### config.mk
export PLATFORM = sky130hd
export DESIGN_NAME = agen_top
export DESIGN_NICKNAME = d
export VERILOG_FILES = /design/src/rtl/agen_pkg.sv /design/src/rtl/agen_if.sv /design/src/rtl/agen_addr_calc.sv /design/src/rtl/agen_issue_select.sv /design/src/rtl/agen_station.sv /design/src/rtl/agen_top.sv
export VERILOG_INCLUDE_DIRS = /design/src /design/src/include
export SDC_FILE = /design/constraint.sdc
export NUM_CORES = 1
export LEC_CHECK = 0
export BUFFER_PORTS_ARGS = -buffer_cell sky130_fd_sc_hd__clkbuf_2
export CORE_MARGIN = 2
export CORE_UTILIZATION = 50
export CTS_CLUSTER_DIAMETER = 120
export DETAILED_ROUTE_END_ITERATION = 16
export PLACE_DENSITY = 0.77
export REMOVE_ABC_BUFFERS = 1
export SYNTH_ARGS = -nofsm -noshare
export SYNTH_HDL_FRONTEND = slang
export SYNTH_HIERARCHICAL = 1
export SYNTH_SLANG_ARGS = --single-unit
export TNS_END_PERCENT = 50
### constraint.sdc
create_clock -name clk -period 6.3 [get_ports clk]
set_input_delay 0.945 -clock clk [delete_from_list [all_inputs] [get_ports clk]]
set_output_delay 0.945 -clock clk [all_outputs]
set_load 0.1 [all_outputs]
### src/include/agen_consts.svh
// ================================================
// Widths and access-size codes for the address generator
// Included by the package and by any block that decodes sizes
// ================================================
`ifndef AGEN_CONSTS_SVH
`define AGEN_CONSTS_SVH

// Effective and base addresses
`define AGEN_ADDR_W 32

// Register operands and store data
`define AGEN_VALUE_W 32

// Reorder buffer index, enough for 32 entries
`define AGEN_ROBID_W 5

// Access size is log2 of the byte count
`define AGEN_SIZE_W 2
`define AGEN_SIZE_BYTE 2'd0
`define AGEN_SIZE_HALF 2'd1
`define AGEN_SIZE_WORD 2'd2
`define AGEN_SIZE_DOUBLE 2'd3

`endif

### src/rtl/agen_pkg.sv
// ================================================
// Shared types of the address-generation pipeline
// Imported by every stage, the top level and the testbench
// ================================================

package agen_pkg;

	`include "agen_consts.svh"

	// ================================================
	// Address path
	// ================================================

	// An effective address or one of its base terms
	// The immediate is carried at this width as well
	typedef logic [`AGEN_ADDR_W-1:0] address_t;

	// ================================================
	// Operand path
	// ================================================

	// A register operand as read from the register file
	// Also used for the store datum on the request side
	typedef logic [`AGEN_VALUE_W-1:0] value_t;

	// ================================================
	// Control fields
	// ================================================

	// Tag that names the instruction in the reorder buffer
	// It travels unchanged from issue to the memory request
	typedef logic [`AGEN_ROBID_W-1:0] robId_t;

	// Access size code, 0 for bytes up to 3 for double words
	// The code also gives how many low address bits must be zero
	typedef logic [`AGEN_SIZE_W-1:0] accSize_t;

endpackage

### src/rtl/agen_if.sv
// ================================================
// Buses between the three address-generation stages
// One carries the chosen issue entry, one the latched entry
// ================================================
`timescale 1ns/1ps

// Entry picked by the issue selector, before negation
// Valid is a one-cycle strobe per accepted entry
interface issueBus import agen_pkg::*; ();
	logic     valid;
	logic     fromRob;
	robId_t   id;
	value_t   argA;
	value_t   argB;
	value_t   argC;
	address_t imm;
	logic     negA;
	logic     negB;
	logic     negC;
	logic     isStore;
	accSize_t size;
	logic     exc;

	// The selector drives every field
	modport src (
		output valid, fromRob, id, argA, argB, argC, imm,
		output negA, negB, negC, isStore, size, exc
	);

	// The station samples every field
	modport dst (
		input valid, fromRob, id, argA, argB, argC, imm,
		input negA, negB, negC, isStore, size, exc
	);
endinterface

// Entry held by the station with operands already negated
// Negate flags and the source bit are consumed by then
interface stationBus import agen_pkg::*; ();
	logic     valid;
	robId_t   id;
	value_t   argA;
	value_t   argB;
	value_t   argC;
	address_t imm;
	logic     isStore;
	accSize_t size;
	logic     exc;

	modport src (output valid, id, argA, argB, argC, imm, isStore, size, exc);

	modport dst (input valid, id, argA, argB, argC, imm, isStore, size, exc);
endinterface

### src/rtl/agen_addr_calc.sv
// ================================================
// Output stage that forms the effective address
// Flags misaligned accesses and registers the memory request
// ================================================
`timescale 1ns/1ps
`include "agen_consts.svh"

module agen_addr_calc import agen_pkg::*; (
	input  logic     clk,
	input  logic     rst,
	stationBus.dst   stage,
	output logic     reqValid_o,
	output robId_t   reqId_o,
	output address_t reqAddr_o,
	output logic     reqStore_o,
	output accSize_t reqSize_o,
	output value_t   reqData_o,
	output logic     reqExc_o
);

	// Sum of the three terms, wrapping at the address width
	address_t effAddr;
	logic     misAligned;

	assign effAddr = address_t'(stage.argA) + address_t'(stage.argB) + stage.imm;

	// Each size needs that many low address bits to be zero
	always_comb begin
		case (stage.size)
			`AGEN_SIZE_BYTE:   misAligned = 1'b0;
			`AGEN_SIZE_HALF:   misAligned = effAddr[0];
			`AGEN_SIZE_WORD:   misAligned = |effAddr[1:0];
			`AGEN_SIZE_DOUBLE: misAligned = |effAddr[2:0];
			default:           misAligned = 1'b0;
		endcase
	end

	// Strobe and fault flag are only high for a live entry
	always_ff @(posedge clk) begin
		if (rst) begin
			reqValid_o <= 1'b0;
			reqExc_o   <= 1'b0;
		end else begin
			reqValid_o <= stage.valid;
			reqExc_o   <= stage.valid & (stage.exc | misAligned);
		end
	end

	// Request payload, loads present zero on the data lines
	always_ff @(posedge clk) begin
		if (stage.valid) begin
			reqId_o    <= stage.id;
			reqAddr_o  <= effAddr;
			reqStore_o <= stage.isStore;
			reqSize_o  <= stage.size;
			reqData_o  <= stage.isStore ? stage.argC : value_t'(0);
		end
	end

endmodule

### src/rtl/agen_issue_select.sv
// ================================================
// Input stage that picks a ROB or BEB entry each cycle
// Nothing is taken while idle is low, and ROB wins a tie
// ================================================
`timescale 1ns/1ps

module agen_issue_select import agen_pkg::*; (
	input  logic     clk,
	input  logic     rst,
	input  logic     idle_i,
	input  logic     robIssue_i,
	input  robId_t   robId_i,
	input  value_t   robArgA_i,
	input  value_t   robArgB_i,
	input  value_t   robArgC_i,
	input  address_t robImm_i,
	input  logic     robNegA_i,
	input  logic     robNegB_i,
	input  logic     robNegC_i,
	input  logic     robStore_i,
	input  accSize_t robSize_i,
	input  logic     robExc_i,
	input  logic     bebIssue_i,
	input  robId_t   bebId_i,
	input  value_t   bebArgA_i,
	input  value_t   bebArgB_i,
	input  value_t   bebArgC_i,
	input  address_t bebImm_i,
	input  logic     bebStore_i,
	input  accSize_t bebSize_i,
	input  logic     bebExc_i,
	issueBus.src     issue
);

	// The idle level gates both sources the same way
	logic robTake;
	logic bebTake;

	assign robTake = robIssue_i & idle_i;
	// A BEB request only counts when the ROB is silent
	assign bebTake = bebIssue_i & idle_i & ~robIssue_i;

	// One strobe per accepted entry, whichever source it came from
	always_ff @(posedge clk) begin
		if (rst) begin
			issue.valid <= 1'b0;
		end else begin
			issue.valid <= robTake | bebTake;
		end
	end

	// Payload of the winner, held when nothing is accepted
	always_ff @(posedge clk) begin
		if (robTake) begin
			issue.fromRob <= 1'b1;
			issue.id      <= robId_i;
			issue.argA    <= robArgA_i;
			issue.argB    <= robArgB_i;
			issue.argC    <= robArgC_i;
			issue.imm     <= robImm_i;
			issue.negA    <= robNegA_i;
			issue.negB    <= robNegB_i;
			issue.negC    <= robNegC_i;
			issue.isStore <= robStore_i;
			issue.size    <= robSize_i;
			issue.exc     <= robExc_i;
		end else if (bebTake) begin
			// Replayed operands are already prepared, so no negation
			issue.fromRob <= 1'b0;
			issue.id      <= bebId_i;
			issue.argA    <= bebArgA_i;
			issue.argB    <= bebArgB_i;
			issue.argC    <= bebArgC_i;
			issue.imm     <= bebImm_i;
			issue.negA    <= 1'b0;
			issue.negB    <= 1'b0;
			issue.negC    <= 1'b0;
			issue.isStore <= bebStore_i;
			issue.size    <= bebSize_i;
			issue.exc     <= bebExc_i;
		end
	end

endmodule

### src/rtl/agen_station.sv
// ================================================
// Station stage that latches the issued entry
// Applies the ROB negate flags and echoes the idle level
// ================================================
`timescale 1ns/1ps

module agen_station import agen_pkg::*; (
	input  logic  clk,
	input  logic  rst,
	input  logic  idle_i,
	output logic  idle_o,
	issueBus.dst  issue,
	stationBus.src stage
);

	// ================================================
	// Operand negation
	// ================================================

	// Two's-complement negation when the flag is set
	function automatic value_t condNeg(input value_t v, input logic flip);
		value_t r;
		if (flip) begin
			r = ~v + value_t'(1);
		end else begin
			r = v;
		end
		return r;
	endfunction

	// Flags only count for entries that came from the ROB
	logic flipA;
	logic flipB;
	logic flipC;

	assign flipA = issue.fromRob & issue.negA;
	assign flipB = issue.fromRob & issue.negB;
	assign flipC = issue.fromRob & issue.negC;

	// Operands after the negate step, ready to latch
	value_t nextA;
	value_t nextB;
	value_t nextC;

	assign nextA = condNeg(issue.argA, flipA);
	assign nextB = condNeg(issue.argB, flipB);
	assign nextC = condNeg(issue.argC, flipC);

	// ================================================
	// Pipeline register
	// ================================================

	// Valid follows the issue strobe one cycle later
	// Idle is echoed on the same edge
	always_ff @(posedge clk) begin
		if (rst) begin
			stage.valid <= 1'b0;
			idle_o      <= 1'b0;
		end else begin
			stage.valid <= issue.valid;
			idle_o      <= idle_i;
		end
	end

	// Fields hold their last entry until a new one arrives
	always_ff @(posedge clk) begin
		if (issue.valid) begin
			stage.id      <= issue.id;
			stage.argA    <= nextA;
			stage.argB    <= nextB;
			stage.argC    <= nextC;
			stage.imm     <= issue.imm;
			stage.isStore <= issue.isStore;
			stage.size    <= issue.size;
			stage.exc     <= issue.exc;
		end
	end

endmodule

### src/rtl/agen_top.sv
// ================================================
// Address generator top with the three stages in a row
// An accepted entry leaves as a request three cycles later
// ================================================
`timescale 1ns/1ps

module agen_top import agen_pkg::*; (
	input  logic     clk,
	input  logic     rst,
	input  logic     idle_i,
	input  logic     robIssue_i,
	input  robId_t   robId_i,
	input  value_t   robArgA_i,
	input  value_t   robArgB_i,
	input  value_t   robArgC_i,
	input  address_t robImm_i,
	input  logic     robNegA_i,
	input  logic     robNegB_i,
	input  logic     robNegC_i,
	input  logic     robStore_i,
	input  accSize_t robSize_i,
	input  logic     robExc_i,
	input  logic     bebIssue_i,
	input  robId_t   bebId_i,
	input  value_t   bebArgA_i,
	input  value_t   bebArgB_i,
	input  value_t   bebArgC_i,
	input  address_t bebImm_i,
	input  logic     bebStore_i,
	input  accSize_t bebSize_i,
	input  logic     bebExc_i,
	output logic     idle_o,
	output logic     reqValid_o,
	output robId_t   reqId_o,
	output address_t reqAddr_o,
	output logic     reqStore_o,
	output accSize_t reqSize_o,
	output value_t   reqData_o,
	output logic     reqExc_o
);

	// Selector to station, then station to address calculator
	issueBus   issueLink ();
	stationBus stageLink ();

	agen_issue_select issueSelect (
		.clk, .rst, .idle_i,
		.robIssue_i, .robId_i, .robArgA_i, .robArgB_i, .robArgC_i, .robImm_i,
		.robNegA_i, .robNegB_i, .robNegC_i, .robStore_i, .robSize_i, .robExc_i,
		.bebIssue_i, .bebId_i, .bebArgA_i, .bebArgB_i, .bebArgC_i, .bebImm_i,
		.bebStore_i, .bebSize_i, .bebExc_i,
		.issue (issueLink)
	);

	// The station also produces the delayed idle level
	agen_station station (
		.clk, .rst, .idle_i, .idle_o,
		.issue (issueLink),
		.stage (stageLink)
	);

	agen_addr_calc addrCalc (
		.clk, .rst,
		.stage (stageLink),
		.reqValid_o, .reqId_o, .reqAddr_o, .reqStore_o,
		.reqSize_o, .reqData_o, .reqExc_o
	);

endmodule
==> qor.txt <==
Crit path required time - 6560 ps
Final hold violations - 0
Reg2reg path depth - 10
Post-CTS Setup Inserts - 0
Design area - 0.0208 sq mm
# fillers - 2622
Max stage delay on crit path - 500 ps
Sum Neg Setup Slack - 0 ps
Core Area - 0.0345 sq mm
Yosys cell types - 64
R2R Path Start - station/stage.argA[1]
Hold path endpoint - addrCalc/reqId_o[0]
Nets - 1857
Simple-Gate Fraction of Synth Area - 0.0677
Hold WS - 414 ps
TritonCTS buffer count - 38
Worst hold path class - reg2reg
Placed cells - 1925
Clk slew on worst S/H paths - 60 ps
Synth Area in Compound Gates - 0.0656
GRT Residual Overflow - 0
Worst setup SP type - register
Post-route ant nets - 0
Final Critical Period - 3240 ps
Antenna violations before repair - 0
Synth Cell Area - 0.0175 sq mm
Status - finished, final reports clean
Synthesized flop and latch total - 355
Crit-path cells - fa_1, ha_1, fa_1, a211oi_1, o21bai_1, a221o_1, a31oi_1, nor2_1, a31oi_1, xnor2_1
Initial Util - 0.507
Port bufs - 356
I/O Pins - 357
Pwr dens - 307 mW/mm^2
Period utilization - 0.514
N_diodes - 0
Final setup viols - 0
Clk sink count - 355
Final Max Slew Viols - 0
Multiplexer share of the synthesized area - 0.116
Post-synth top area share - 0.598
Buf/Inv on CP - 0
GRT Util Overall - 0.204
Chip width - 191 um
Number of global-route vias before repair - 10800
DRC - 0
H-tree depth - 2
Levels on crit path - 10
Max Cap Viol - 0
Final wirelength - 37.6 mm
Detailed-route via count - 10700
Resize count post-CTS - 0
Worst setup EP type - register
TritonCTS clock tree - done
CP top delay family - compound AO/OA/AOI/OAI gates
Worst r2r dst - addrCalc/reqAddr_o[29]
Initial DRC count - 664
Clock Tree Root - clkbuf_16
Synth Area in Adders - 0.0601
F_max - 0.309 GHz
Arr. time, crit path - 3500 ps
VDD IR max - 0.225 mV
WHS Path Cells - 0
Area Growth Syn to Fin - 18.5%
Clk Latency, worst-skew pair - 530 ps
RSZ-0062 raised after global routing - no
Worst slew margin - 0.223
Crit Path Category - reg2reg
Drt wl/cell - 18.9 um
Worst slew pin tran - 1170 ps
Row count - 68
Largest cells by area after synthesis - edfxtp_1, mux2_4, fa_1
Largest family of logic cells by synthesized area - multiplexers
Post-synth top area cell - edfxtp_1
Setup slack, reg-to-reg - 3060 ps
Post-Layout Cell Count - 1992
Sequential fraction of the synthesis area - 0.605
Final Wtd Congestion - 0.874
Main synth FF type - edfxtp_1
Detailed Routing Iterations Pass 1 - 5
Pin count of the biggest net entering global routing - 91
Syn. warnings - 6
HPWL after detailed placement - 28.0 mm
Ys async rst share - 0
Layout cell share with drive strength beyond 1 - 0.372
Slack of the critical path - 3060 ps
Via/cell ratio - 5.35
Xor and xnor area share after synthesis - 0.0605
Placed cell area - 0.0196 sq mm
Synth Instances - 1144
Clock buffer depth - 3
Post-cts hold buffer count - 0
First-pass GRT wire length - 57.1 mm
Hold Startpoint - station/stage.id[0]
Post-synth EDFFs - 349
CP max-delay cell - fa_1
Dpl ws - 2960 ps
Leakage power - 0.00851 uW
Die footprint - 0.0365 sq mm
Synth Area per Inst - 15.3 sq um
Die Ht - 191 um
Worst-path fanout max - 3
Clock Skew - 33.0 ps
-- layout by cell type (no fill, tap or decap), types with 13 or more instances in the layout --
master	count
edfxtp_1	349
xor2_1	64
inv_1	24
nor2_1	64
ha_1	33
nor4_1	13
o21ai_0	25
a31oi_1	20
and2_1	39
clkbuf_16	39
a21o_1	23
fa_1	32
mux2_4	130
nand3_1	13
a21oi_1	63
xnor2_1	57
nand2_1	33
clkbuf_2	356
nor3_1	19
-- synth_stat cells, types with 23 or more instances --
| library cell | instances |
|---|---|
| a21o_1 | 23 |
| a21oi_1 | 63 |
| and2_1 | 39 |
| edfxtp_1 | 349 |
| fa_1 | 32 |
| ha_1 | 33 |
| inv_1 | 24 |
| mux2_4 | 130 |
| nand2_1 | 33 |
| nor2_1 | 64 |
| o21ai_0 | 25 |
| xnor2_1 | 57 |
| xor2_1 | 64 |
-- report_power, final --
group / switching [uW] / internal (uW) / leakage (uW)
clock network: 885 / 1190 / 0.000563
registers: 132 / 2880 / 0.00332
logic: 751 / 540 / 0.00463
-- kinds of logic (layout without fill, tap and decap cells) --
logic type | after synthesis | after routing
multiplexers | 137 | 137
buffers and inverters | 59 | 452
flip-flops | 355 | 355
AND/OR/NAND/NOR | 228 | 228
AO/OA/AOI/OAI | 179 | 179
XOR/XNOR | 121 | 121
adder cells (fa/ha/maj) | 65 | 65
-- how the worst max path moves through the flow --
stage	end	slack, ps	from
CTS	addrCalc/reqAddr_o[29]	3070	station/stage.argA[1]
finish	addrCalc/reqAddr_o[29]	3060	station/stage.argA[1]
global placement	issueSelect/issue.imm[16]	3060	idle_i
floorplan	issueSelect/issue.argA[0]	1690	bebIssue_i
detailed placement	issueSelect/issue.imm[18]	2960	idle_i
global route	addrCalc/reqAddr_o[29]	2860	station/stage.argA[1]
-- cell type report --
class / instances / area [sq um] / area share
Multi-Input combinational cell: 730 / 6500 / 0.313
Inverter: 24 / 90.1 / 0.00434
Clock inverter: 21 / 154 / 0.00742
Clock buffer: 46 / 1010 / 0.0488
Timing Repair Buffer: 361 / 1820 / 0.0877
Sequential cell: 355 / 10600 / 0.511
Tap cell: 455 / 569 / 0.0274
-- metal layers --
metal	wire length [um]	track usage
met4	821	0.0538
met3	2420	0.0307
met1	15300	0.259
met5	0	0
met2	19100	0.364
-- metrics by stage --
stage               power (uW)  utilization
global route              6640        0.601
detailed placement        4340        0.567
floorplan                 3990            -
CTS                       6420        0.601
finish                    6380        0.601
global placement          4290        0.567
-- registers in the layout, indices dropped and copies added, names as in the netlist, 2 cells and up --
name,flops
station/stage.size,2
issueSelect/issue.size,2
addrCalc/reqData_o,32
issueSelect/issue.argB,32
station/stage.argA,32
station/stage.argC,32
issueSelect/issue.argA,32
addrCalc/reqId_o,5
station/stage.argB,32
station/stage.imm,32
addrCalc/reqAddr_o,32
addrCalc/reqSize_o,2
issueSelect/issue.id,5
issueSelect/issue.imm,32
issueSelect/issue.argC,32
station/stage.id,5
Power figures use the tool's default switching activity.
